===== src/logic/icache_defines.svh =====
`ifndef ICACHE_DEFINES_SVH
`define ICACHE_DEFINES_SVH

// fetch address split into tag, set index and byte offset
`define ICACHE_ADDR_W    32
`define ICACHE_TAG_W     20
`define ICACHE_INDEX_W   8
`define ICACHE_OFFSET_W  4

// one line holds four 32-bit words
`define ICACHE_LINE_W    128

`endif


===== src/logic/icache_pkg.sv =====
`include "icache_defines.svh"

package icache_pkg;

    typedef logic [`ICACHE_TAG_W-1:0]   tag_t;
    typedef logic [`ICACHE_INDEX_W-1:0] index_t;
    typedef logic [`ICACHE_LINE_W-1:0]  line_t;     // word 0 in the low bits

    typedef logic way_t;                            // 0 or 1

    typedef struct packed {
        logic [`ICACHE_ADDR_W-1:0] addr;            // byte address of the fetch
    } fetch_req_t;

    typedef struct packed {
        logic [31:0] data;                          // instruction word
    } fetch_resp_t;

    // one refill write into the arrays
    typedef struct packed {
        way_t   way;
        index_t index;
        tag_t   tag;
        line_t  line;
    } fill_t;

endpackage


===== src/logic/icache_ram.sv =====
module icache_ram import icache_pkg::*; #(
    parameter type entry_t = logic,
    parameter int  depth   = 256
) (
    input  logic   clk,
    input  logic   en,
    input  logic   we,
    input  index_t addr,
    input  entry_t wd,
    output entry_t rd
);

    entry_t mem [depth];

    // read-first, rd keeps its value while en is low
    always_ff @(posedge clk) begin
        if (en) begin
            if (we) begin
                mem[addr] <= wd;
            end
            rd <= mem[addr];            // old entry on a write cycle
        end
    end

endmodule


===== config.mk =====
export PLATFORM = sky130hd
export DESIGN_NAME = icache_ram
export DESIGN_NICKNAME = d
export VERILOG_FILES = /design/src/logic/icache_pkg.sv /design/src/logic/icache_ram.sv
export VERILOG_INCLUDE_DIRS = /design/src /design/src/logic
export SDC_FILE = /design/constraint.sdc
export NUM_CORES = 1
export LEC_CHECK = 0
export BUFFER_PORTS_ARGS = -buffer_cell sky130_fd_sc_hd__buf_2
export CORE_MARGIN = 2
export CORE_UTILIZATION = 41
export DETAILED_ROUTE_END_ITERATION = 8
export RECOVER_POWER = 50
export SLEW_MARGIN = 25
export SYNTH_ARGS = -nofsm -noshare
export SYNTH_HDL_FRONTEND = slang
export SYNTH_SLANG_ARGS = --single-unit

===== constraint.sdc =====
create_clock -name clk -period 2.3 [get_ports clk]
set_clock_uncertainty 0.1 [all_clocks]
set_input_delay 0.345 -clock clk [delete_from_list [all_inputs] [get_ports clk]]
set_output_delay 0.345 -clock clk [all_outputs]
set_load 0.02 [all_outputs]

# Word level (Yosys, flattened, before mapping)

Memories as Yosys holds them, arrays and structs flattened. A register that Yosys moved wholly into a read port is not among the register bits.
Cells that the tools add are included.

Muxes and demuxes: 3

Operator list:

| kind             | number |
|---|---|
| 2-to-1 mux 1 bit | 3 |

Flip-flop bits (word level): 0
RAM bits: 256
Input bits: 12
Output and inout port bits: 1
Logic and storage cells: 4
Memories kept: 1

Memory list:

| name | words | bits a word | read ports | clocked after Yosys merged registers in | write ports | RTL line         | RTL |
|---|---|---|---|---|---|---|---|
| mem  | 256   | 1           | 1          | 1                                       | 1           | icache_ram.sv:13 | `entry_t mem [depth];` |

# Logic depth before layout (Yosys ltp)

Gate-level depths: netlist (run 1).

Depth after elaboration: 3
Depth in mapped cells: 8
Gate-level depth less buffers: 6

# Least setup slack after synthesis (run 1)

OpenSTA, ideal clock, no wires.

Path kind: input -> register
Start: input addr[1]
End: register rd (read register of mem), data pin
Library setup time: 0.266 ns
Data arrival time: 1.914 ns
Data required time: 1.934 ns
Path slack: 0.020 ns
Stages: 8
Buffers on the path: 2
Cells stage by stage: clkbuf_1 clkbuf_1 mux4_2 a22oi_1 nand2_1 a22o_1 o211ai_2 nand4_1

RTL lines:

| element         | RTL line         | RTL |
|---|---|---|
| start, declared | icache_ram.sv:8  | `input index_t addr,` |
| end, declared   | icache_ram.sv:10 | `output entry_t rd` |

==> results.yml, run 1 <==
cells_and_area:
  diodes: 0
  nets: 823
  area_growth_pct: 16.1
  multi_input_area_um2: 3150
  final_area_um2: 12900
  fillerInstances: 2283
  layout-drive-gt1-share: 0.225
  seq_area_um2: 7720
sta:
  finalHoldViolCount: 0
  period_share: 0.941
  max_freq_ghz: 0.462
  tightest_slew_ns: 1.80
  max-slew-margin-rel: -0.200
  finalSetupTns_ns: 0
  rsz0062_at_grt: "false"
  setup_violations: 0
  min_period_ns: 2.16
  maxSlewViolCount: 104
logic_synthesis:
  synth-edff-count: 257
  yosysWarnings: 0
  synth.yosys.seq_area_share: 0.693
  synthTopCellsByCount: "edfxtp_1, nor2_1, mux4_2, clkbuf_1, nand2_1"
  yosysTopAreaCellShare: 0.693
  synth_ff_type: "edfxtp_1"
  ys_async_sr_fraction: 0
  yosysMostFrequentCell: "edfxtp_1"
  syn-num-nets: 777
  syn_inst: 765
  yosysUniqueCellTypes: 21
  synth_area_um2: 11100
  synth.area.top_cells: "edfxtp_1, mux4_2, nor2_1"
  synth.avg_cell_area_um2: 14.6
  ys_ff_latch: 257
  synth_top_area_cell: "edfxtp_1"
routing:
  drc: 0
  drt-total-wl_mm: 24.8
  drt_iter0_drc: 640
  wl_per_cell_um: 21.1
  via_per_inst: 5.59
  num_vias: 6554
  ant_nets: 0
  dr.pass1.iters: 5
die:
  die_area_um2: 28500
  rows: 60
  start_util: 0.416
  die_h_um: 169
  fp.dieW_um: 169
  io_pins: 13
  core-area_um2: 26800
cts:
  cts.sinks: 257
  clk_latency_ns: 0.55
  path_clk_slew_ns: 0.06
  numCtsBuffers: 27
  cts_root_buffer: "clkbuf_16"
  cts_max_level: 1
  cts_tree: "done"
  clockBufferDepth: 3
global_routing:
  grt_pass1_wl_mm: 38.4
  grt_pass1_vias: 6723
  overflow: 0
  antenna_found_initial: 0
  grt_usage: 0.178
  grt_max_degree: 105
setup_path:
  arrival_ns: 2.32
  required_ns: 2.46
  worstSetupEndpointType: "flop"
  slowest_delay_ns: 0.47
  crit_path_cell_trace: "mux4_2, a22oi_1, nand2_1, a22o_1, o21ai_2, nand4_1"
  worstPathMaxFanout: 1
  path_class: "flop to flop"
  critPathLaunchType: "flop"
  cpMaxStageDelayCell: "mux4_2"
run_status:
  violations: "capacitance limit, slew limit"
  status: "finished with violations"
pwr:
  ir_drop_mv: 0.468
  p_per_area_nw_per_um2: 785
  leakage_uw: 0.00394
placed_design:
  dp_hpwl_mm: 15.8
  place_congestion: 0.797
  postPlaceCellArea_um2: 12000
  io_buffers: 12
worst_hold_path:
  hold_path_class: "primary input to flop"
flow_run:
  drv_cap: 1
-- final timing paths --
path	from	to	slack [ns]	cells after the start
worst max register to register	mem[3]	rd	0.14	6
worst min register to register	mem[46]	rd	0.95	6
worst min-delay path	addr[6]	rd	0.21	3
worst max-delay path	mem[3]	rd	0.14	6
-- where the power goes --
| part | leakage (µW) | internal, µW | switching (µW) |
|---|---|---|---|
| combinational | 0.00118 | 226 | 339 |
| sequential | 0.00231 | 5160 | 1.84 |
| clock | 0.000446 | 2690 | 1720 |
| total | 0.00394 | 8080 | 2060 |
-- per-layer routing --
layer | GRT usage | part of all wire | up-vias
met4 | 0.0484 | 0.018 | 0
met5 | 0 | 0 | -
met2 | 0.300 | 0.50 | 180
li1 | - | - | 2948
met3 | 0.0311 | 0.059 | 38
met1 | 0.239 | 0.42 | 3388
-- cell type report --
cell class,count,area share
flip-flops and latches,257,0.597
multi-input cells,444,0.243
repair buffers,81,0.0569
well taps,341,0.0330
clock inverters,19,0.0166
clock buffers,30,0.0531
-- layout by cell type, fill, tap and decap left out, types with 3 or more instances in the layout --
| cell type | instances |
|---|---|
| a22o_1 | 8 |
| a22oi_1 | 31 |
| buf_12 | 12 |
| buf_2 | 9 |
| buf_4 | 55 |
| bufinv_16 | 5 |
| clkbuf_1 | 4 |
| clkbuf_16 | 27 |
| clkinv_1 | 7 |
| clkinv_2 | 6 |
| edfxtp_1 | 257 |
| mux4_2 | 64 |
| nand2_1 | 42 |
| nand2b_1 | 4 |
| nand3_1 | 11 |
| nor2_1 | 236 |
| nor2b_1 | 6 |
| nor3_1 | 27 |
| or3_1 | 3 |
-- sequential cells by signal, indices dropped and copies added, names as in the netlist --
name / count
mem: 256
rd: 1
-- cell families after synthesis --
| logic type | share of synthesized area |
|---|---|
| muxes | 0.129 |
| AOI/OAI and AO/OA | 0.0303 |
| buffers and inverters | 0.0253 |
| and+or+nand+nor | 0.122 |
| DFF | 0.693 |
-- metrics by stage --
| stage | hold WS [ns] | utilization | power, µW | worst slack (ns) | std cells |
|---|---|---|---|---|---|
| floorplan | 0.344 | - | 5580 | 0.0199 | 765 |
| global placement | 0.492 | 0.449 | 5820 | -0.259 | 1122 |
| detailed placement | 0.500 | 0.449 | 5830 | -0.290 | 1122 |
| CTS | 0.183 | 0.483 | 10200 | 0.120 | 1172 |
| global route | 0.225 | 0.482 | 10500 | 0.0304 | 1172 |
| finish | 0.207 | 0.482 | 10100 | 0.137 | 1172 |
-- critical path: cells and delay by family (launching register included) --
kind            cells  cell delay [ns]
simple gates        2             0.20
mux                 1             0.47
compound gates      3             0.72
flops               1             0.38
-- what timing repair did --
action	4_1_cts	5_1_grt
setup endpoints to repair	0	1
setup buffers	0	0
hold buffers	1	0
hold endpoints to repair	1	0
resized for setup	0	2
(Power assumes the default switching activity.)
==> run 2: changes to the inputs <==
--- a/config.mk
+++ b/config.mk
@@ -6,9 +6,11 @@
 export SDC_FILE = /design/constraint.sdc
 export NUM_CORES = 1
 export LEC_CHECK = 0
+export ABC_AREA = 1
 export BUFFER_PORTS_ARGS = -buffer_cell sky130_fd_sc_hd__buf_2
 export CORE_MARGIN = 2
 export CORE_UTILIZATION = 41
+export CTS_CLUSTER_DIAMETER = 60
 export DETAILED_ROUTE_END_ITERATION = 8
 export RECOVER_POWER = 50
 export SLEW_MARGIN = 25
==> constraint.sdc (replaced) <==
create_clock -name clk -period 2 [get_ports clk]
set_clock_uncertainty 0.1 [all_clocks]
set_input_delay 0.3 -clock clk [delete_from_list [all_inputs] [get_ports clk]]
set_output_delay 0.3 -clock clk [all_outputs]
set_load 0.02 [all_outputs]
==> results.yml, run 2 <==
sta:
  tightest_slew_ns: 1.43
  max_freq_ghz: 0.552
  period_share: 0.905
  setup_violations: 0
  maxSlewViolCount: 0
  rsz0062_at_grt: "false"
  finalHoldViolCount: 0
  whs_ns: 0.227
  max-slew-margin-rel: 0.0451
  min_period_ns: 1.81
setup_path:
  slowest_delay_ns: 0.52
  crit_family: "buffers and inverters"
  arrival_ns: 1.95
  cpMostUsedCell: "buf_4"
  critPathLaunchType: "primary input"
  required_ns: 2.14
  worstSetupEndpointType: "flop"
  path_buf_inv: 5
  cpMaxStageDelayCell: "dlygate4sd3_1"
  path_class: "primary input to flop"
  crit_path_cell_trace: "dlygate4sd3_1, clkbuf_1, nand2_1, inv_1, buf_4, nand3_1, buf_4, nor2_1"
  worstPathMaxFanout: 20
logic_synthesis:
  synthMuxAreaShare: 0
  yosysTopAreaCellShare: 0.645
  synth.area.top_cells: "edfxtp_1, nand2_1, nor2_1"
  synth.avg_cell_area_um2: 8.90
  synth_top_family_by_area: "simple AND/OR/NAND/NOR gates"
  syn_inst: 1343
  yosys.area_share.adder: 0
  synth-compound-area-share: 0.0100
  synth_ff_type: "edfxtp_1"
  synth.yosys.seq_area_share: 0.645
  synth_top_area_cell: "edfxtp_1"
  yosysMostFrequentCell: "nand2_1"
  synthTopCellsByCount: "nand2_1, nor2_1, edfxtp_1, buf_2, inv_1"
  syn-num-nets: 1355
  ys_async_sr_fraction: 0
  synth-simple-area-share: 0.302
  yosysWarnings: 0
  ys_ff_latch: 257
  synth-xor-area-share: 0
  synth_area_um2: 12000
  synth-edff-count: 257
  yosysUniqueCellTypes: 15
cells_and_area:
  seq_area_um2: 7720
  layout_commonest_cell: "nand2_1"
  mostFrequentLayoutCells: "nand2_1, nor2_1, edfxtp_1, buf_4, inv_1"
  diodes: 0
  final_area_um2: 14000
  layout-drive-gt1-share: 0.114
  area_growth_pct: 17.5
  fillerInstances: 2719
  largest_register_ffs: 256
  top_register: "mem"
  nets: 1426
  reg_top3: "mem (256), rd (1)"
  multi_input_area_um2: 3730
placed_design:
  io_buffers: 12
  postPlaceCellArea_um2: 13200
  place_congestion: 0.849
  dp_hpwl_mm: 19.9
die:
  fp.dieW_um: 175
  die_h_um: 175
  core-area_um2: 28700
  rows: 62
  start_util: 0.417
  die_area_um2: 30500
  io_pins: 13
routing:
  dr.pass1.iters: 5
  ant_nets: 0
  drt-total-wl_mm: 31.4
  num_vias: 9114
  drc: 0
  via_per_inst: 5.01
  drt_iter0_drc: 919
  wl_per_cell_um: 17.2
cts:
  cts_tree: "done"
  clk_latency_ns: 0.53
  path_clk_slew_ns: 0.06
  cts_root_buffer: "clkbuf_16"
  cts_max_level: 1
  cts.sinks: 257
  clockBufferDepth: 3
  cts_setup_buffers: 0
  numCtsBuffers: 27
global_routing:
  antenna_found_initial: 0
  grt_pass1_wl_mm: 48.9
  grt_usage: 0.207
  overflow: 0
  grt_max_degree: 70
  grt_pass1_vias: 8907
worst_hold_path:
  hold_path_class: "primary input to flop"
flow_run:
  drv_cap: 0
pwr:
  p_per_area_nw_per_um2: 833
  leakage_uw: 0.00548
  fin_total_pwr_uw: 11700
  ir_drop_mv: 0.718
run_status:
  status: "finished, final reports clean"
-- run 2: cell type report --
type	instances	area share
Clock buffer	30	0.0489
Clock inverter	19	0.0123
Inverter	38	0.0102
Multi-Input combinational cell	971	0.266
Sequential cell	257	0.549
Tap cell	384	0.0342
Timing Repair Buffer	119	0.0790
-- run 2: final timing paths --
check / startpoint / endpoint / slack, ns / depth (start not counted)
worst max-delay path: en / mem[197] / 0.19 / 8
worst min-delay path: addr[7] / rd / 0.23 / 5
worst max register to register: mem[103] / rd / 0.30 / 12
worst min register to register: mem[89] / rd / 0.88 / 10
-- run 2: metal layers --
metal / part of all wire / global-route usage / wire length [µm] / vias up
met5: 0 / 0 / 0 / -
met4: 0.024 / 0.0653 / 760 / 0
met3: 0.072 / 0.0361 / 2260 / 57
met2: 0.47 / 0.344 / 14800 / 282
met1: 0.43 / 0.277 / 13500 / 4370
li1: - / - / - / 4405
-- run 2: worst reg2reg max path: stages (launching register included) --
cell      delay, ns
edfxtp_1       0.38
nand2_1        0.08
nand2_1        0.06
nand2_1        0.05
nand2_1        0.07
nand2_1        0.06
nand2_1        0.13
o21ai_1        0.17
nand2_1        0.06
nor2_1         0.09
nor2_1         0.05
nor2_1         0.10
nand2_1        0.05
-- run 2: cell families after synthesis --
group | Yosys count
AO/OA/AOI/OAI | 24
buffers and inverters | 115
AND/OR/NAND/NOR | 947
flip-flops | 257
-- run 2: metrics by stage --
step                       util  worst slack [ns]  std cells  setup TNS, ns
after global placement    0.460            -0.247       1768         -15.02
after floorplan               -             0.209       1343              0
final                     0.489             0.190       1818              0
after detailed placement  0.460            -0.284       1768         -16.60
after CTS                 0.490             0.233       1818              0
after global routing      0.489            0.0678       1818              0
-- run 2: power by group --
part / leakage [µW] / switching, µW / internal, µW / total (µW)
Clock: 0.000423 / 2070 / 2850 / 4930
Sequential: 0.00231 / 3.89 / 5930 / 5940
Combinational: 0.00274 / 569 / 262 / 830
-- run 2: timing repair --
item	in CTS	in global routing
gates resized for setup	0	0
endpoints found under the hold margin	1	0
hold buffers	1	0
