## src/logic/icache_defines.svh

```systemverilog
`ifndef ICACHE_DEFINES_SVH
`define ICACHE_DEFINES_SVH

// fetch address split into tag, set index and byte offset
`define ICACHE_ADDR_W    32
`define ICACHE_TAG_W     20
`define ICACHE_INDEX_W   8
`define ICACHE_OFFSET_W  4

// one line holds four 32-bit words
`define ICACHE_LINE_W    128

`endif

```

## src/logic/icache_pkg.sv

```systemverilog
`include "icache_defines.svh"

package icache_pkg;

    typedef logic [`ICACHE_TAG_W-1:0]   tag_t;
    typedef logic [`ICACHE_INDEX_W-1:0] index_t;
    typedef logic [`ICACHE_LINE_W-1:0]  line_t;     // word 0 in the low bits

    typedef logic way_t;                            // 0 or 1

    typedef struct packed {
        logic [`ICACHE_ADDR_W-1:0] addr;            // byte address of the fetch
    } fetch_req_t;

    typedef struct packed {
        logic [31:0] data;                          // instruction word
    } fetch_resp_t;

    // one refill write into the arrays
    typedef struct packed {
        way_t   way;
        index_t index;
        tag_t   tag;
        line_t  line;
    } fill_t;

endpackage

```

## src/logic/icache_lookup.sv

```systemverilog
`include "icache_defines.svh"

module icache_lookup import icache_pkg::*; (
    input  logic       clk,
    input  logic       rst_n,
    input  logic       req_valid,
    output logic       req_ready,
    input  fetch_req_t req,
    input  logic       inv_all,
    output logic       ram_en,
    output index_t     ram_index,
    output logic       tag0_we,
    output logic       tag1_we,
    output logic       data0_we,
    output logic       data1_we,
    output tag_t       tag_wd,
    output line_t      line_wd,
    input  tag_t       tag0_rd,
    input  tag_t       tag1_rd,
    input  line_t      line0_rd,
    input  line_t      line1_rd,
    input  logic       hold,
    output logic       hit,
    output line_t      hit_line,
    output logic [1:0] hit_offset,
    output logic       miss,
    output logic [31:0] miss_addr,
    output logic [1:0] valid_set,
    output way_t       lru_set,
    input  logic       fill_valid,
    input  fill_t      fill
);

    localparam int SETS = 1 << `ICACHE_INDEX_W;

    logic                      run_q;           // set once after reset
    logic                      stg_valid_q;
    logic [`ICACHE_ADDR_W-1:0] stg_addr_q;
    logic                      miss_pend_q;     // from miss strobe until fill
    logic                      replay_q;        // re-read of the held address
    logic [SETS-1:0]           vld0_q;
    logic [SETS-1:0]           vld1_q;
    logic [SETS-1:0]           lru_q;           // names the way to replace
    tag_t                      stg_tag;
    index_t                    stg_index;
    index_t                    req_index;
    logic                      look_ok;
    logic                      match0;
    logic                      match1;
    way_t                      hit_way;
    logic                      take;

    assign stg_tag   = stg_addr_q[`ICACHE_ADDR_W-1 -: `ICACHE_TAG_W];
    assign stg_index = stg_addr_q[`ICACHE_OFFSET_W +: `ICACHE_INDEX_W];
    assign req_index = req.addr[`ICACHE_OFFSET_W +: `ICACHE_INDEX_W];

    // array outputs are stale during the miss and the replay read
    assign look_ok = stg_valid_q & ~miss_pend_q & ~replay_q;
    assign match0  = vld0_q[stg_index] & (tag0_rd == stg_tag);
    assign match1  = vld1_q[stg_index] & (tag1_rd == stg_tag);
    assign hit_way = match1;

    assign hit        = look_ok & (match0 | match1);
    assign miss       = look_ok & ~(match0 | match1);
    assign hit_line   = hit_way ? line1_rd : line0_rd;
    assign hit_offset = stg_addr_q[`ICACHE_OFFSET_W-1:2];
    assign miss_addr  = stg_addr_q;
    assign valid_set  = {vld1_q[stg_index], vld0_q[stg_index]};
    assign lru_set    = lru_q[stg_index];

    assign req_ready = run_q & ~hold & ~miss_pend_q & ~replay_q & ~miss;
    assign take      = req_valid & req_ready;

    always_comb begin
        if (fill_valid) begin
            ram_index = fill.index;
        end else if (replay_q) begin
            ram_index = stg_index;
        end else begin
            ram_index = req_index;
        end
    end

    assign ram_en   = fill_valid | replay_q | take;
    assign tag0_we  = fill_valid & (fill.way == 1'b0);
    assign tag1_we  = fill_valid & (fill.way == 1'b1);
    assign data0_we = fill_valid & (fill.way == 1'b0);
    assign data1_we = fill_valid & (fill.way == 1'b1);
    assign tag_wd   = fill.tag;
    assign line_wd  = fill.line;

    always_ff @(posedge clk or negedge rst_n) begin
        if (!rst_n) begin
            run_q       <= 1'b0;
            stg_valid_q <= 1'b0;
            miss_pend_q <= 1'b0;
            replay_q    <= 1'b0;
        end else begin
            run_q    <= 1'b1;
            replay_q <= fill_valid;
            if (miss) begin
                miss_pend_q <= 1'b1;
            end else if (fill_valid) begin
                miss_pend_q <= 1'b0;
            end
            if (take) begin
                stg_valid_q <= 1'b1;
            end else if (hit && !hold) begin
                stg_valid_q <= 1'b0;        // drained into the response register
            end
        end
    end

    always_ff @(posedge clk) begin
        if (take) begin
            stg_addr_q <= req.addr;
        end
    end

    always_ff @(posedge clk or negedge rst_n) begin
        if (!rst_n) begin
            vld0_q <= '0;
            vld1_q <= '0;
            lru_q  <= '0;
        end else begin
            if (inv_all && !miss_pend_q) begin
                vld0_q <= '0;
                vld1_q <= '0;
            end else if (fill_valid) begin
                if (fill.way) begin
                    vld1_q[fill.index] <= 1'b1;
                end else begin
                    vld0_q[fill.index] <= 1'b1;
                end
            end
            // the other way becomes least recently used
            if (fill_valid) begin
                lru_q[fill.index] <= ~fill.way;
            end else if (hit && !hold) begin
                lru_q[stg_index] <= ~hit_way;
            end
        end
    end

endmodule

```

## config.mk

```make
export PLATFORM = sky130hd
export DESIGN_NAME = icache_lookup
export DESIGN_NICKNAME = d
export VERILOG_FILES = /design/src/logic/icache_pkg.sv /design/src/logic/icache_lookup.sv
export VERILOG_INCLUDE_DIRS = /design/src /design/src/logic
export SDC_FILE = /design/constraint.sdc
export NUM_CORES = 2
export LEC_CHECK = 0
export BUFFER_PORTS_ARGS = -buffer_cell sky130_fd_sc_hd__buf_2
export CAP_MARGIN = 5
export CORE_UTILIZATION = 40
export CTS_CLUSTER_DIAMETER = 150
export DETAILED_ROUTE_END_ITERATION = 8
export PLACE_DENSITY = 0.69
export REMOVE_ABC_BUFFERS = 1
export SYNTH_ARGS = -nofsm -noshare
export SYNTH_HDL_FRONTEND = slang
export SYNTH_SLANG_ARGS = --single-unit
```

## constraint.sdc

```tcl
create_clock -name clk -period 9.97 [get_ports clk]
set_input_delay 0.997 -clock clk [delete_from_list [all_inputs] [get_ports clk]]
set_output_delay 0.997 -clock clk [all_outputs]
set_load 0.01 [all_outputs]
```

**Word-level counts from Yosys, hierarchy flattened**

Cells that the tools add are included.

- Logic and storage cells: 80
- Register bits after elaboration: 804
- Input bits: 491
- Output and inout port bits: 329

- Reduce and logical (&&, ||, !) cells: 13
- Equal/unequal tests: 3
- Bitwise operators: 25
- Order comparisons: 4
- Multiplexer cells: 27

Operators by type and width:

| operator | number |
|---|---|
| $mux 256 | 8 |
| $bwmux 256 | 2 |
| $or 256x256->256 | 2 |
| $mux 128 | 1 |
| $eq 20x20->1 | 2 |
| $bmux 1 s8 | 3 |
| $lt 8x9->1 const B | 2 |
| $demux 1 s8 | 2 |
| $ge 8x1->1 const B | 2 |
| $mux 8 | 2 |
| $and 1x1->1 | 13 |
| $reduce_bool 2->1 | 5 |
| $mux 1 | 9 |
| $not 1->1 | 7 |
| $logic_and 1x1->1 | 4 |
| $reduce_and 2->1 | 2 |
| $or 1x1->1 | 3 |
| $logic_not 1->1 | 2 |
| $ne 2x1->1 const B | 1 |

**Logic depth before layout (Yosys ltp)**

- Depth in word-level cells: 10
- Mapped depth: 17
- Mapped depth without buffers: 9

**Worst setup path before layout**

Ideal clock, no wire load.

- Path kind: register -> output
- Start: register stg_addr_q[5], in the netlist miss_addr[5]
- End: output ram_en
- Path buffers: 8
- Setup slack: 4.257 ns
- Arrival time: 4.716 ns
- Stages on the path, launching flop included: 18
- Data required time: 8.973 ns
- Path through: edfxtp_1 -> buf_4 -> buf_6 -> buf_6 -> buf_4 -> buf_4 -> buf_4 -> mux2i_1 -> a22oi_1 -> nand3_1 -> nand4_1 -> mux2i_1 -> o2111ai_1 -> a31oi_4 -> buf_4 -> buf_2 -> a21oi_1 -> or3_1

- Cells in the longest elaborated chain, start to end: 10
- Elaborated cells on any way between the ends: 13
- Classes of those cells: mux: 4; bitwise: 9

RTL lines:

| what | line | RTL |
|---|---|---|
| from (decl) | icache_lookup.sv:38 | `` logic [`ICACHE_ADDR_W-1:0] stg_addr_q; `` |
| from (signal assigned) | icache_lookup.sv:116 | `stg_addr_q <= req.addr;` |
| $bmux 1 s8, on equally long branches | icache_lookup.sv:59, icache_lookup.sv:60 |  |
| $mux 1, on equally long branches | icache_lookup.sv:59, icache_lookup.sv:60 |  |
| $and 1x1->1, on equally long branches | icache_lookup.sv:59, icache_lookup.sv:60 |  |
| $or 1x1->1 (*) | icache_lookup.sv:64 | `assign miss = look_ok & ~(match0 \| match1);` |
| $not 1->1 (*) | icache_lookup.sv:64 |  |
| $and 1x1->1 (*) | icache_lookup.sv:64 |  |
| $not 1->1 (*) | icache_lookup.sv:71 | `assign req_ready = run_q & ~hold & ~miss_pend_q & ~replay_q & ~miss;` |
| $and 1x1->1 (*) | icache_lookup.sv:71 |  |
| $and 1x1->1 (*) | icache_lookup.sv:72 | `assign take = req_valid & req_ready;` |
| net take | icache_lookup.sv:51 | `logic take;` |
| $or 1x1->1 (*) | icache_lookup.sv:84 | `assign ram_en = fill_valid \| replay_q \| take;` |
| to (decl) | icache_lookup.sv:10 | `output logic ram_en,` |

The timed path passes the listed nets; every way through them passes the cells marked *. The select of a mux whose other input is x is not followed.

**Worst setup path in the final report**

- Start: register stg_addr_q[4], in the netlist miss_addr[4]
- End: register lru_q[161]

- Cells in the longest elaborated chain, start to end: 7
- Elaborated cells on any way between the ends: 19
- Classes of those cells: order compare: 2; mux: 9; bitwise: 5; reduce/logical: 3

RTL lines:

| what | line | RTL |
|---|---|---|
| $bmux 1 s8, or another cell as far along | icache_lookup.sv:59 | `assign match0 = vld0_q[stg_index] & (tag0_rd == stg_tag);` |
| $mux 1 (implied by the code), or another cell as far along | icache_lookup.sv:59 |  |
| $and 1x1->1, or another cell as far along | icache_lookup.sv:59 |  |
| $or 1x1->1, or another cell as far along | icache_lookup.sv:63 | `assign hit = look_ok & (match0 \| match1);` |
| $and 1x1->1 or $bwmux 256 (tied branches) | icache_lookup.sv:63, icache_lookup.sv:140 |  |
| $logic_and 1x1->1 or $mux 256 (tied branches) | icache_lookup.sv:139 | `end else if (hit && !hold) begin` |
| $reduce_bool 2->1 (no source line) or $mux 256 (tied branches) | n/a |  |
| to (signal, indexed assignment) | icache_lookup.sv:138 | `lru_q[fill.index] <= ~fill.way;` |
| to (signal, indexed assignment) | icache_lookup.sv:140 | `lru_q[stg_index] <= ~hit_way;` |
| to (decl) | icache_lookup.sv:43 | `logic [SETS-1:0] lru_q;` |

Several ways; a longest one is shown, not always the timed one. The select of a mux whose other input is x is not followed.
A chain may end at the register's enable or synchronous reset.

==> results.json <==
{
  "totalPowerFinal_mw": 7.523,
  "critical_path.n_buffers_inverters": 3,
  "yosys_register_bits": 804,
  "cts.path.max_buffers": 3,
  "num-nets-final": 5310,
  "cpMaxStageDelayCell": "sky130_fd_sc_hd__buf_4",
  "synth_enable_flop_cells": 32,
  "post_cts_resized": 0,
  "num_vias": 44000,
  "cts-htree-levels": 3,
  "multiplexer_area_fraction_after_synthesis": 0.1672,
  "routedWlPerCell_um": 36.75,
  "cts_setup_buffers": 0,
  "placement_rows": 122,
  "synth_area_mm2": 0.04510,
  "data_required_time_of_the_worst_path_ns": 10.52,
  "initial_utilization": 0.4053,
  "worst_clock_skew_ns": 0.04606,
  "synthCells": 4705,
  "yosys.cell_count.top_type": "sky130_fd_sc_hd__dfrtp_1",
  "finalWorstSetupSlack_ns": 2.995,
  "tightest_slew_ns": 1.488,
  "grt_max_degree": 222,
  "power.share.clock": 0.455,
  "synthToLayoutAreaGrowth_pct": 12.61,
  "final-instance-count-excl-fill": 6390,
  "ys_warn_count": 0,
  "synth_area_leader_cell": "sky130_fd_sc_hd__dfrtp_1",
  "first_global_vias": 39970,
  "totalWireLength_um": 234800,
  "timing.setup.critical_path_class": "reg2reg",
  "min_period_ns": 6.975,
  "worst_slew_margin_rel": 0.006743,
  "clock_insertion_delay_worst_skew_ns": 0.70,
  "core_area_mm2": 0.1113,
  "yosys.area.top_type_share": 0.4283,
  "timing.critical_path.slowest_cell_delay_ns": 1.00,
  "largest_cells_by_area_after_synthesis": "sky130_fd_sc_hd__dfrtp_1 (43%), sky130_fd_sc_hd__a21oi_1 (8.4%), sky130_fd_sc_hd__mux4_2 (6.1%), sky130_fd_sc_hd__nor2_1 (5.7%), sky130_fd_sc_hd__mux2i_1 (4.5%)",
  "overall_die_area_mm2": 0.1141,
  "drt-vias-per-instance": 6.886,
  "drc": 7,
  "clk_tree_root_cell": "sky130_fd_sc_hd__clkbuf_16",
  "initial_antenna_violation_count": 35,
  "post_syn_area_per_cell_um2": 9.587,
  "switchingPower_mw": 1.988,
  "pwr-share-seq": 0.449,
  "die_height_um": 337.8,
  "p_per_area_mw_per_mm2": 148.1,
  "detail_route.first_pass.iterations": 9,
  "violations": "design-rule violations, max-capacitance violations",
  "routabilityCongestion": 1.012,
  "port-buffer-count": 523,
  "path_delay_family": "buffers and inverters",
  "synth_sequential_area_ratio": 0.4496,
  "place.detailed.hpwl_um": 152700,
  "drt.antenna.violating_nets": 0,
  "cts.clk_slew.worst_paths_ns": 0.06,
  "hold_viol": 0,
  "grt_usage": 0.3991,
  "power_leakage_nw": 22.05,
  "run_status": "finished, violations left",
  "drt-initial-drc-count": 7479,
  "grt_setup_unrepaired": "no",
  "path_cells": "buf_12, mux4_2, mux4_2, nor2_1, nor4_1, o41ai_2, nand2_4, a31oi_4, buf_4, buf_4, o31ai_1, mux2_1",
  "timing.final.setup_violations": 0,
  "cell_internal_pwr_mw": 5.535,
  "synth.cells.most_frequent": "sky130_fd_sc_hd__dfrtp_1 (772), sky130_fd_sc_hd__a21oi_1 (756), sky130_fd_sc_hd__nor2_1 (681), sky130_fd_sc_hd__clkbuf_1 (351), sky130_fd_sc_hd__nand2_1 (323)",
  "grt_first_pass_wirelength_um": 319000,
  "place_area_mm2": 0.04781,
  "fillerInstances": 10570,
  "timing.setup.tns_ns": 0,
  "drv_cap": 2,
  "cp-end-kind": "flop",
  "cts_tree": "done",
  "power.share.switching": 0.2642,
  "final_layout_size_suffix_gt1_frac": 0.2324,
  "preCtsSetupSlack_ns": 3.372,
  "hold_buffers": 0,
  "crit_fanout": 100,
  "final_design_area_no_fill_mm2": 0.05079,
  "yosys.area_share.simple": 0.1132,
  "numClockSinks": 804,
  "overall_die_width_um": 337.8,
  "synth-compound-area-share": 0.1928,
  "hold-worst-slack_ns": 0.3796,
  "ir_worst_vdd_v": 0.0001248,
  "synth-adder-area-share": 0,
  "post-route-util": 0.4564,
  "num_io_pins": 820,
  "place_inst": 6220,
  "combinationalPowerShare": 0.097,
  "grt_remaining_overflow": 0,
  "drv_slew": 0,
  "min_path_type": "in2async",
  "fmax_mhz": 143.4,
  "largest_family_of_logic_cells_by_synthesized_area": "compound AO/OA/AOI/OAI gates",
  "crit_path_launch_type": "flop",
  "post-route-period-util": 0.6995,
  "cts_made_buffers": 85,
  "worstPathArrival_ns": 7.53,
  "post_synth_num_cell_types": 56,
  "synth_ff_type": "sky130_fd_sc_hd__dfrtp_1",
  "synth_xor_area_frac": 0.007767,
  "synth_async_sr_flop_share": 0.9602
}
metal layers:
metal	share of wire	up-vias	GRT usage
li1	-	17210	-
met1	0.35	21530	0.4891
met2	0.38	4095	0.5007
met3	0.19	1104	0.2738
met4	0.068	70	0.2104
met5	0.010	-	0.1460
worst register-to-register path: cells and delay by family (launching register included):
family | cells | cell delay [ns]
AND/OR/NAND/NOR | 3 | 1.04
flip-flops | 1 | 0.53
AO/OA/AOI/OAI | 3 | 1.52
multiplexers | 3 | 1.53
buffers and inverters | 3 | 2.23
power groups by stage:
| stage | clock network [mW] | registers, mW | logic, mW |
|---|---|---|---|
| after floorplan | 0 | 3.43 | 0.306 |
| after global placement | 0 | 3.43 | 0.688 |
| after detailed placement | 0 | 3.43 | 0.694 |
| after CTS | 3.42 | 3.37 | 0.697 |
| after global routing | 3.55 | 3.38 | 0.760 |
| final | 3.42 | 3.38 | 0.726 |
state kept, by name, indices dropped and copies added, names as in the netlist:
| signal | flops |
|---|---|
| miss_pend_q | 1 |
| run_q | 1 |
| vld0_q | 256 |
| miss_addr | 32 |
| lru_q | 256 |
| stg_valid_q | 1 |
| replay_q | 1 |
| vld1_q | 256 |
cell families after synthesis:
group,count (synthesis)
AO/OA/AOI/OAI,1415
flip-flops,804
buffers and inverters,632
other,1
XOR/XNOR,40
AND/OR/NAND/NOR,1244
multiplexers,569
path summary, 6_finish.rpt:
| kind | slack, ns | startpoint | cells past startpoint | end |
|---|---|---|---|---|
| max | 3.00 | miss_addr[4] | 12 | lru_q[161] |
| min | 0.38 | rst_n | 1 | vld1_q[93] |
| max reg2reg | 3.00 | miss_addr[4] | 12 | lru_q[161] |
| min reg2reg | 0.49 | lru_q[30] | 1 | lru_q[30] |
| max in group asynchronous | 7.09 | rst_n | 3 | lru_q[173] |
| min in group clk | 0.47 | req[1] | 1 | miss_addr[1] |
layout make-up:
class,count,area (µm²),share of cell area
Multi-Input combinational cell,3269,21950,0.4322
Sequential cell,804,20280,0.3993
Timing Repair Buffer,650,3685,0.07255
Clock buffer,119,2405,0.04735
Tap cell,1488,1862,0.03666
Clock inverter,38,543.0,0.01069
Inverter,9,33.78,0.0006651
Antenna cell,13,32.53,0.0006405
layout by cell type (no fill, tap or decap), types with 12 or more instances in the layout:
cell,n
sky130_fd_sc_hd__xnor2_1,12
sky130_fd_sc_hd__nor3_1,43
sky130_fd_sc_hd__clkbuf_1,19
sky130_fd_sc_hd__nor2_2,22
sky130_fd_sc_hd__a21oi_1,755
sky130_fd_sc_hd__mux2i_1,201
sky130_fd_sc_hd__o22ai_1,213
sky130_fd_sc_hd__o21ai_0,37
sky130_fd_sc_hd__mux4_2,123
sky130_fd_sc_hd__nand2b_1,19
sky130_fd_sc_hd__mux2_1,82
sky130_fd_sc_hd__a31oi_1,17
sky130_fd_sc_hd__clkbuf_16,85
sky130_fd_sc_hd__nor2_1,648
sky130_fd_sc_hd__dfrtp_1,772
sky130_fd_sc_hd__nor2b_1,15
sky130_fd_sc_hd__a32oi_1,23
sky130_fd_sc_hd__a22oi_1,92
sky130_fd_sc_hd__nand4_1,24
sky130_fd_sc_hd__o32ai_1,50
sky130_fd_sc_hd__diode_2,13
sky130_fd_sc_hd__clkbuf_8,15
sky130_fd_sc_hd__nand2_1,321
sky130_fd_sc_hd__mux2_2,163
sky130_fd_sc_hd__clkinv_2,14
sky130_fd_sc_hd__o31a_1,101
sky130_fd_sc_hd__o32a_1,24
sky130_fd_sc_hd__nor4_1,14
sky130_fd_sc_hd__xor2_1,28
sky130_fd_sc_hd__buf_2,522
sky130_fd_sc_hd__buf_4,118
sky130_fd_sc_hd__nand3_1,83
sky130_fd_sc_hd__o31ai_1,74
sky130_fd_sc_hd__edfxtp_1,32
No activity file was read; power rests on OpenSTA's default activity.
