<file path="src/logic/icache_defines.svh">
`ifndef ICACHE_DEFINES_SVH
`define ICACHE_DEFINES_SVH

// fetch address split into tag, set index and byte offset
`define ICACHE_ADDR_W    32
`define ICACHE_TAG_W     20
`define ICACHE_INDEX_W   8
`define ICACHE_OFFSET_W  4

// one line holds four 32-bit words
`define ICACHE_LINE_W    128

`endif

</file>
<file path="src/logic/icache_pkg.sv">
`include "icache_defines.svh"

package icache_pkg;

    typedef logic [`ICACHE_TAG_W-1:0]   tag_t;
    typedef logic [`ICACHE_INDEX_W-1:0] index_t;
    typedef logic [`ICACHE_LINE_W-1:0]  line_t;     // word 0 in the low bits

    typedef logic way_t;                            // 0 or 1

    typedef struct packed {
        logic [`ICACHE_ADDR_W-1:0] addr;            // byte address of the fetch
    } fetch_req_t;

    typedef struct packed {
        logic [31:0] data;                          // instruction word
    } fetch_resp_t;

    // one refill write into the arrays
    typedef struct packed {
        way_t   way;
        index_t index;
        tag_t   tag;
        line_t  line;
    } fill_t;

endpackage

</file>
<file path="src/logic/icache_resp.sv">
module icache_resp import icache_pkg::*; (
    input  logic        clk,
    input  logic        rst_n,
    input  logic        hit,
    input  line_t       hit_line,
    input  logic [1:0]  hit_offset,
    output logic        hold,
    output logic        resp_valid,
    input  logic        resp_ready,
    output fetch_resp_t resp
);

    logic [31:0] word;
    logic        load;

    // word 0 sits in the low 32 bits of the line
    always_comb begin
        case (hit_offset)
            2'd0:    word = hit_line[31:0];
            2'd1:    word = hit_line[63:32];
            2'd2:    word = hit_line[95:64];
            default: word = hit_line[127:96];
        endcase
    end

    assign hold = resp_valid & ~resp_ready;     // full and not draining
    assign load = hit & ~hold;

    always_ff @(posedge clk or negedge rst_n) begin
        if (!rst_n) begin
            resp_valid <= 1'b0;
        end else if (!hold) begin
            resp_valid <= hit;
        end
    end

    always_ff @(posedge clk) begin
        if (load) begin
            resp.data <= word;
        end
    end

endmodule

</file>
<file path="config.mk">
export PLATFORM = sky130hd
export DESIGN_NAME = icache_resp
export DESIGN_NICKNAME = d
export VERILOG_FILES = /design/src/logic/icache_pkg.sv /design/src/logic/icache_resp.sv
export VERILOG_INCLUDE_DIRS = /design/src /design/src/logic
export SDC_FILE = /design/constraint.sdc
export NUM_CORES = 1
export LEC_CHECK = 0
export ABC_AREA = 1
export BUFFER_PORTS_ARGS = -buffer_cell sky130_fd_sc_hd__buf_2
export CAP_MARGIN = 10
export CORE_MARGIN = 4
export CORE_UTILIZATION = 30
export CTS_BUF_LIST = sky130_fd_sc_hd__clkbuf_4 sky130_fd_sc_hd__clkbuf_8 sky130_fd_sc_hd__clkbuf_16
export CTS_CLUSTER_DIAMETER = 60
export DETAILED_ROUTE_END_ITERATION = 8
export HOLD_SLACK_MARGIN = 0.15
export PLACE_DENSITY_LB_ADDON = 0.3
export SYNTH_ARGS = -nofsm -noshare
export SYNTH_HDL_FRONTEND = slang
export SYNTH_SLANG_ARGS = --single-unit
</file>
<file path="constraint.sdc">
create_clock -name clk -period 2.91 [get_ports clk]
set_input_delay 0 -clock clk [delete_from_list [all_inputs] [get_ports clk]]
set_output_delay 0 -clock clk [all_outputs]
set_load 0.02 [all_outputs]
</file>
# == Word level (Yosys, flattened, before mapping) ==
# Index checks and enable logic that the tools add are counted.
# word_totals
out_inout_bits,34
reg_bits,33
input_bits,134
wordCells,10
# classes
n_bitwise,4
eq_ne,2
n_mux,1
reduce_logical,1
# ops
op,count
$pmux 32 s3,1
$and 1x1->1,2
$eq 2x1->1 const B,1
$eq 2x2->1 const B,1
$logic_not 2->1,1
$not 1->1,2

# == Depth between registers and ports, before layout ==
# Gate-level depths: netlist of the first run.
# logic_depth
ltp_word,4
ltp_mapped,4

# == Worst setup path after synthesis of the first run ==
# Ideal clock, no wire load.
# synth_path
kind,register to register
from,reg resp_valid
to,reg resp[0] (netlist bit) (enable)
setup_ps,421
t_required_ps,2489
path_stages_with_launch,4
n_path_buf,0
setup_slack_ps,451
t_arrival_ps,2038
cell_sequence,dfrtp_1 -> nand2_1 -> inv_1 -> nor2_1
# synth_between
elab_chain_cells,3
# synth_lines
element,line,source
from (decl),icache_resp.sv:8,"output logic resp_valid,"
from (signal assigned),icache_resp.sv:33,resp_valid <= hit;
$and 1x1->1,icache_resp.sv:26,assign hold = resp_valid & ~resp_ready;
named net hold,icache_resp.sv:7,"output logic hold,"
$not 1->1,icache_resp.sv:27,assign load = hit & ~hold;
$and 1x1->1,icache_resp.sv:27,
named net load,icache_resp.sv:14,logic load;
to (decl),icache_resp.sv:10,output fetch_resp_t resp
# The timed path passes the listed nets, and every way through them passes these cells.
# A chain may end at the register's enable or synchronous reset.

# == Worst setup path after layout of the first run ==
# layout_path
from,in hit_offset[1]
to,reg resp[14] (netlist bit) (data pin)
# layout_between
elab_chain_cells,2
# layout_lines
element,line,source
from (decl),icache_resp.sv:6,"input logic [1:0] hit_offset,"
"$eq 2x2->1, or another cell as far along",icache_resp.sv:18,case (hit_offset)
$pmux 32 s3 (*),icache_resp.sv:18,
named net word[14],icache_resp.sv:13,logic [31:0] word;
# Mark *: on every way through the listed nets, which the timed path passes. The rest lies on a longest branch.

==> summary.md, run 1 <==
| Metric | Value |
|---|---|
| Grt met3 use | approximately 3.4% |
| Routability cong. | ~0.70 |
| Hold Crit Endpoint | resp[14]$_DFFE_PP_ |
| Remaining antenna violation count | 0 |
| Starting Density | 30.9% |
| Post-Route WL | approximately 7500 um |
| NumNets Final | ~580 |
| Yosys cell types | 10 |
| Max Root-Sink Buffers | 2 |
| Critical Path RT | 3050 ps |
| Pin count of the biggest net entering global routing | between 60 and 70 |
| Num CTS Buffers | 5 |
| Clock slew at reported path FFs | about 60 ps |
| Cell Area, Synth | a little under 2000 sq um |
| Setup crit end kind | flop |
| Clk root buf | clkbuf_8 |
| Total GRT Usage | ~18% |
| First DRT Iteration DRCs | 98 |
| Hold_sp | resp_ready |
| Hold Path Class | input pin to flop |
| R2R Setup Slk | approximately 1300 ps |
| CTS H-tree depth | 2 |
| Max Cap Violations | 0 |
| Slew HR | 26.6% |
| Die Ht | around 89 um |
| Worst-Skew Late Latency | between 200 and 300 ps |
| Peak Freq | 0.585 GHz |
| Vias per inst | between 4 and 5 |
| Residual DRC | 0 |
| Post-Syn Area per Cell | slightly below 9 sq um |
| Reg area | around 990 sq um |
| GR Layer Usage met2 | roughly a third |
| Global-route wire length before repair | 11100 um |
| Setup TNS | 0 ps |
| Worst reg2reg endpoint | resp[20]$_DFFE_PP_ |
| Final Max Tran Viols | 0 |
| Critical path class | input pin to flop |
| Gr busiest metal | met2 |
| Slew at the pin closest to its max-slew limit | roughly 1100 ps |
| Final setup skew | about 4.9 ps |
| Fillers | between 600 and 700 |
| Most frequent cells in the layout | buf_2 (167), nand3_1 (96), dlygate4sd3_1 (68) |
| Vias in the first global route | around 2500 |
| CTS tree | built |
| WHS | 392 ps |
| RSZ-0062 raised after global routing | false |
| Min Clock Period, post-route | 1710 ps |
| Setup violators final | 0 |
| Syn nets | 359 |
| Io pins | approximately 170 |
| Post-Synthesis Cells | approximately 230 |
| CP startpoint kind | input pin |
| Post-route insts no fill | around 530 |
| Peak supply drop | roughly 0.00024 V |
| Share of layout cells above drive strength 1 | 40.2% |
| Placed Instances | about 450 |
| Total power draw | approximately 1.3 mW |
| Setup bufs post-CTS | 0 |
| Met1 Use GR | between 20% and 30% |
| Critical-path maximum fanout | 32 |
| Rows | 29 |
| Multi-input logic area | ~830 sq um |
| Num Clock Sinks | 33 |
| R2R cell count | 3 |
| Period utilisation layout | about three fifths |
| Ys Warns | 0 |
| PortBufs | 167 |
| Drt pass-1 iters | 4 |
| CORE AREA | 6390 sq um |
| #FFs+latches synth | 33 |
| Commonest non-fill, non-tap cell in the layout | buf_2 |
| Initial antenna violation count | 0 |
| Layout overhead on the synthesized area | 80.6% |
| PD cells | between 300 and 400 nW/um^2 |
| Vias after detailed routing | 2616 |
| Crit Reg-Reg Startpoint | resp_valid$_DFFE_PN0N_ |
| Hpwl dp | a little under 5000 um |
| Final hold vios | 0 |
| Die Area | 7940 sq um |
| Leakage | approximately 1.6 nW |
| CP arrival | 1850 ps |
| Routed len/inst | between 10 and 15 um |
| ANT cells | 0 |
| Die width | 89.1 um |
| Status | finished clean |
| Total grt overflow | 0 |
| Sequential fraction of the synthesis area | 50.0% |
| Hold depth | 5 |
==> kinds of logic after synthesis <==
kind of cell	after synthesis	share of synthesized area, %
buffers and inverters	28	8.56
flip-flops	33	50.0
AND/OR/NAND/NOR	164	41.5
==> worst max path at each step <==
stage | startpoint | endpoint | slack [ps] | cells past startpoint
after floorplan | resp_valid$_DFFE_PN0N_ | resp[0]$_DFFE_PP_ | 450 | 3
after global placement | resp_valid$_DFFE_PN0N_ | resp[13]$_DFFE_PP_ | 1320 | 3
after detailed placement | resp_valid$_DFFE_PN0N_ | resp[13]$_DFFE_PP_ | 1300 | 3
after CTS | hit_offset[1] | resp[19]$_DFFE_PP_ | 1250 | 6
after global routing | hit_offset[1] | resp[17]$_DFFE_PP_ | 1110 | 5
final | hit_offset[1] | resp[14]$_DFFE_PP_ | 1200 | 5
==> critical path, cell delays in order <==
cell	delay, ps
buf_2	140
inv_1	800
nand3_1	180
nand4_1	150
dlygate4sd3_1	560
==> cell usage after synthesis <==
| library cell | instances | area, sq um |
|---|---|---|
| inv_1 | 5 | 18.8 |
| buf_2 | 9 | 45.0 |
| edfxtp_1 | 32 | 961 |
| nand4_1 | 32 | 200 |
| buf_4 | 14 | 105 |
| nand3_1 | 96 | 480 |
| nor2_1 | 1 | 3.75 |
| nand2_1 | 34 | 128 |
| nor2_2 | 1 | 6.26 |
| dfrtp_1 | 1 | 25.0 |
==> metrics by stage <==
stage | setup WS, ps | utilization [%] | area [sq um]
after global routing | 1110 | 55.8 | 3560
after global placement | 1320 | 43.6 | 2790
after detailed placement | 1300 | 43.6 | 2790
after CTS | 1250 | 55.8 | 3560
final | 1200 | 55.8 | 3560
after floorplan | 451 | - | 1970
==> timing repair <==
item                      4_1_cts  5_1_grt
gates resized for setup         0        0
hold buffers                   68        0
hold endpoints to repair       34        0
==> area by class of cell <==
class                      instances  share of cell area [%]
sequential                        33                    27.7
tap                               77                    2.70
inverter                           5                   0.527
clock buffer                       8                    2.74
timing repair buffer             238                    43.2
multi-input combinational        164                    23.2
==> registers in the layout, indices dropped and copies added, names as in the netlist <==
register    cells
resp           32
resp_valid      1
==> power breakdown <==
part	internal (mW)	switching, mW
Combinational	0.211	0.193
Sequential	0.569	0.00821
Clock	0.211	0.154
==> layer usage <==
layer | part of all wire [%] | vias up
met3 | 7.3 | 11
li1 | - | 1283
met4 | 1.7 | 0
met2 | 52 | 103
met1 | 39 | 1219
met5 | 0 | -
Power figures use the tool's default switching activity.
==> inputs of run 2 (changes only) <==
--- a/config.mk
+++ b/config.mk
@@ -6,7 +6,7 @@
 export SDC_FILE = /design/constraint.sdc
 export NUM_CORES = 1
 export LEC_CHECK = 0
-export ABC_AREA = 1
+export ABC_AREA = 0
 export BUFFER_PORTS_ARGS = -buffer_cell sky130_fd_sc_hd__buf_2
 export CAP_MARGIN = 10
 export CORE_MARGIN = 4
==> constraint.sdc (replaced) <==
create_clock -name clk -period 1.71 [get_ports clk]
set_input_delay 0 -clock clk [delete_from_list [all_inputs] [get_ports clk]]
set_output_delay 0 -clock clk [all_outputs]
set_load 0.02 [all_outputs]
==> summary.md, run 2 <==
| Metric | Value |
|---|---|
| CP arrival | 1710 ps (was 1850 ps) |
| Highest-delay cell along the critical path | dlygate4sd3_1 (was inv_1) |
| Layout overhead on the synthesized area | 91.6% (was 80.6%) |
| Most frequent cells in the layout | buf_2 (167), dlygate4sd3_1 (68), edfxtp_1 (32) (was buf_2 (167), nand3_1 (96), dlygate4sd3_1 (68)) |
| Share of layout cells above drive strength 1 | 66.5% (was 40.2%) |
| Rows | 28 (was 29) |
| RSZ-0062 raised after global routing | false (unchanged) |
| Max Cap Violations | 0 (unchanged) |
| Ys Warns | 0 (unchanged) |
| Cell with the most instances after synthesis | edfxtp_1 (was nand3_1) |
| Drt pass-1 iters | 4 (unchanged) |
| Synth cell count leaders | edfxtp_1 (32), mux4_2 (30), buf_12 (3), buf_2 (3) (was nand3_1 (96), nand2_1 (34), edfxtp_1 (32), nand4_1 (32), buf_4 (14)) |
| Period utilisation layout | 98.0% |
| Post-Synthesis Cells | 76 (was 225) |
| Io pins | 168 (unchanged) |
| Starting Density | 30.8% (was 30.9%) |
| Status | finished clean (unchanged) |
| Sequential fraction of the synthesis area | 54.1% (was 50.0%) |
| NumNets Final | 449 (was 581) |
| Critical Path RT | 1740 ps (was 3050 ps) |
| Delay-heaviest family, CP | buffers and inverters (unchanged) |
| Hpwl dp | 4600 um (was 4910 um) |
| Crit path cell chain | dlygate4sd3_1 -> buf_2 -> mux4_2 -> dlygate4sd3_1 (was buf_2 -> inv_1 -> nand3_1 -> nand4_1 -> dlygate4sd3_1) |
| Vias after detailed routing | 1785 (was 2616) |
| Die width | 86.0 um (was 89.1 um) |
| Setup violators final | 0 (unchanged) |
| Critical-path maximum fanout | 1 (was 32) |
| Setup crit end kind | flop (unchanged) |
| Total power draw | 2.22 mW (was 1.35 mW) |
| Post-route insts no fill | 392 (was 525) |
| Leakage | 1.56 nW (was 1.65 nW) |
| Die Ht | 86.0 um (was 89.1 um) |
| Top reg by flops | resp (unchanged) |
| Top-area cell type share of the netlist area | 52.7% (was 48.7%) |
| Num Clock Sinks | 33 (unchanged) |
| Setup WS post-layout | 34.0 ps (was 1200 ps) |
| Placement Setup Slack | 476 ps (was 1300 ps) |
| Total GRT Usage | 17.8% (about the same) |
| Final Max Tran Viols | 0 (unchanged) |
| Min Clock Period, post-route | 1680 ps |
| Peak Freq | 0.597 GHz |
| Num CTS Buffers | 5 (unchanged) |
| Yosys cell types | 10 (unchanged) |
| Clock slew at reported path FFs | 70 ps (was 60 ps) |
| Vias per inst | 4.55 (was 4.98) |
| Post-Syn Area per Cell | 24.0 sq um (was 8.77 sq um) |
| Initial antenna violation count | 0 (unchanged) |
| Primary FF master, synth | edfxtp_1 (unchanged) |
| Cell Area, Synth | 1820 sq um (was 1970 sq um) |
| Remaining antenna violation count | 0 (unchanged) |
| Synth area leader | edfxtp_1 (unchanged) |
| PortBufs | 167 (unchanged) |
| Top cell by count, worst path | dlygate4sd3_1 |
| Total grt overflow | 0 (unchanged) |
| Final setup skew | 4.66 ps (was 4.86 ps) |
| Clock power share | 25.4% (was 27.1%) |
| #FFs+latches synth | 33 (unchanged) |
| PD cells | 636 nW/um^2 (was 378 nW/um^2) |
| CP startpoint kind | input pin (unchanged) |
| Largest register FFs | 32 (unchanged) |
| Die Area | 7390 sq um (was 7940 sq um) |
| Residual DRC | 0 (unchanged) |
| Critical path class | input pin to flop (unchanged) |
| Slew at the pin closest to its max-slew limit | 342 ps (was 1100 ps) |
| Post-synth EDFFs | 32 (unchanged) |
| Global-route wire length before repair | 9940 um (was 11100 um) |
| Worst-Skew Late Latency | 280 ps (was 270 ps) |
| Largest stage delay on the critical path | 580 ps (was 800 ps) |
| Sequential share of power | 44.1% (was 42.8%) |
| Hold Path Class | input pin to primary output (was input pin to flop) |
| CORE AREA | 5920 sq um (was 6390 sq um) |
| Largest regs | resp (32), resp_valid (1) (unchanged) |
| Final hold vios | 0 (unchanged) |
| WHS | 379 ps (was 392 ps) |
| CTS H-tree depth | 2 (unchanged) |
| Slew HR | 77.2% (was 26.6%) |
| Top cells by area, synth | edfxtp_1 (53%), mux4_2 (37%), buf_12 (3.3%), mux4_1 (2.9%), dfrtp_1 (1.4%) (was edfxtp_1 (49%), nand3_1 (24%), nand4_1 (10%), nand2_1 (6.5%), buf_4 (5.3%)) |
| Placed Instances | 315 (was 449) |
| Setup TNS | 0 ps (unchanged) |
| Switching power of the nets | 0.552 mW (was 0.356 mW) |
| First DRT Iteration DRCs | 30 (was 98) |
| Pin count of the biggest net entering global routing | 33 (was 65) |
| CTS tree | built (unchanged) |
| Syn nets | 210 (was 359) |
| Internal | 1.67 mW (was 0.992 mW) |
| Commonest non-fill, non-tap cell in the layout | buf_2 (unchanged) |
| Routed len/inst | 16.6 um (was 14.4 um) |
| Synth async-reset ratio | 3.03% (unchanged) |
| Max Root-Sink Buffers | 2 (unchanged) |
| Sw Share | 24.9% (was 26.4%) |
| Buffers & Inverters on Critical Path | 3 (unchanged) |
| Clk root buf | clkbuf_8 (unchanged) |
| Logic pwr share | 30.5% (was 30.0%) |
| Peak supply drop | 0.000291 V (was 0.000237 V) |
| Post-Route WL | 6490 um (was 7550 um) |
| Routability cong. | 0.745 (was 0.701) |
| R2R Setup Slk | 500 ps (was 1330 ps) |
| Vias in the first global route | 2151 (was 2450) |
-- run 2: worst reg2reg max path, delay by kind of cell, from the launching register on --
family,cells,cell delay [ps]
buffers and inverters,1,240
flip-flops,1,380
AND/OR/NAND/NOR,2,260
-- run 2: stage by stage --
| step | instance area, sq um | utilization [%] |
|---|---|---|
| 2_1_floorplan | 1820 | - |
| 3_3_place_gp | 2720 | 46.0 |
| 3_5_place_dp | 2720 | 46.0 |
| 4_1_cts | 3490 | 58.9 |
| 5_1_grt | 3490 | 58.9 |
| 6_report | 3490 | 59.0 |
-- run 2: worst paths after layout --
check	end	cells after the start	startpoint
max in group asynchronous	resp_valid$_DFFE_PN0N_	3	rst_n
worst min register to register	resp[31]$_DFFE_PP_	3	resp_valid$_DFFE_PN0N_
worst max register to register	resp[10]$_DFFE_PP_	3	resp_valid$_DFFE_PN0N_
worst max-delay path	resp[21]$_DFFE_PP_	4	hit_line[117]
worst min-delay path	hold	4	resp_ready
min in group asynchronous	resp_valid$_DFFE_PN0N_	3	rst_n
-- run 2: layout make-up --
| cell class | count | area (sq um) |
|---|---|---|
| repair buffers | 239 | 1570 |
| clock inverters | 3 | 17.5 |
| inverters | 1 | 3.75 |
| multi-input cells | 35 | 748 |
| flip-flops and latches | 33 | 986 |
| clock buffers | 5 | 68.8 |
| well taps | 75 | 93.8 |
| diodes | 1 | 2.50 |
| fillers | 463 | 2430 |
-- run 2: power groups by stage --
stage | clock [mW] | combinational [mW] | sequential, mW
after global routing | 0.627 | 0.727 | 0.985
after global placement | 0 | 0.491 | 0.996
after detailed placement | 0 | 0.501 | 0.997
after floorplan | 0 | 0.197 | 1.07
final | 0.565 | 0.677 | 0.980
after CTS | 0.598 | 0.675 | 0.979
-- run 2: logic make-up after synthesis --
group / after synthesis / share of synthesized area (%)
flip-flops: 33 / 54.1
AND/OR/NAND/NOR: 3 / 1.03
multiplexers: 32 / 39.9
buffers and inverters: 8 / 4.94
-- run 2: timing repair --
item / 4_1_cts / 5_1_grt
resized for setup: 0 / 0
buffers inserted: 0 / 0
hold buffers: 68 / 0
endpoints found under the hold margin: 34 / 0
-- run 2: metal layers --
layer	wire, um	vias up	global-route usage (%)
met3	644	16	5.38
met5	0	-	0
met2	3540	103	34.8
met4	180	0	7.91
met1	2130	837	16.6
li1	-	829	-
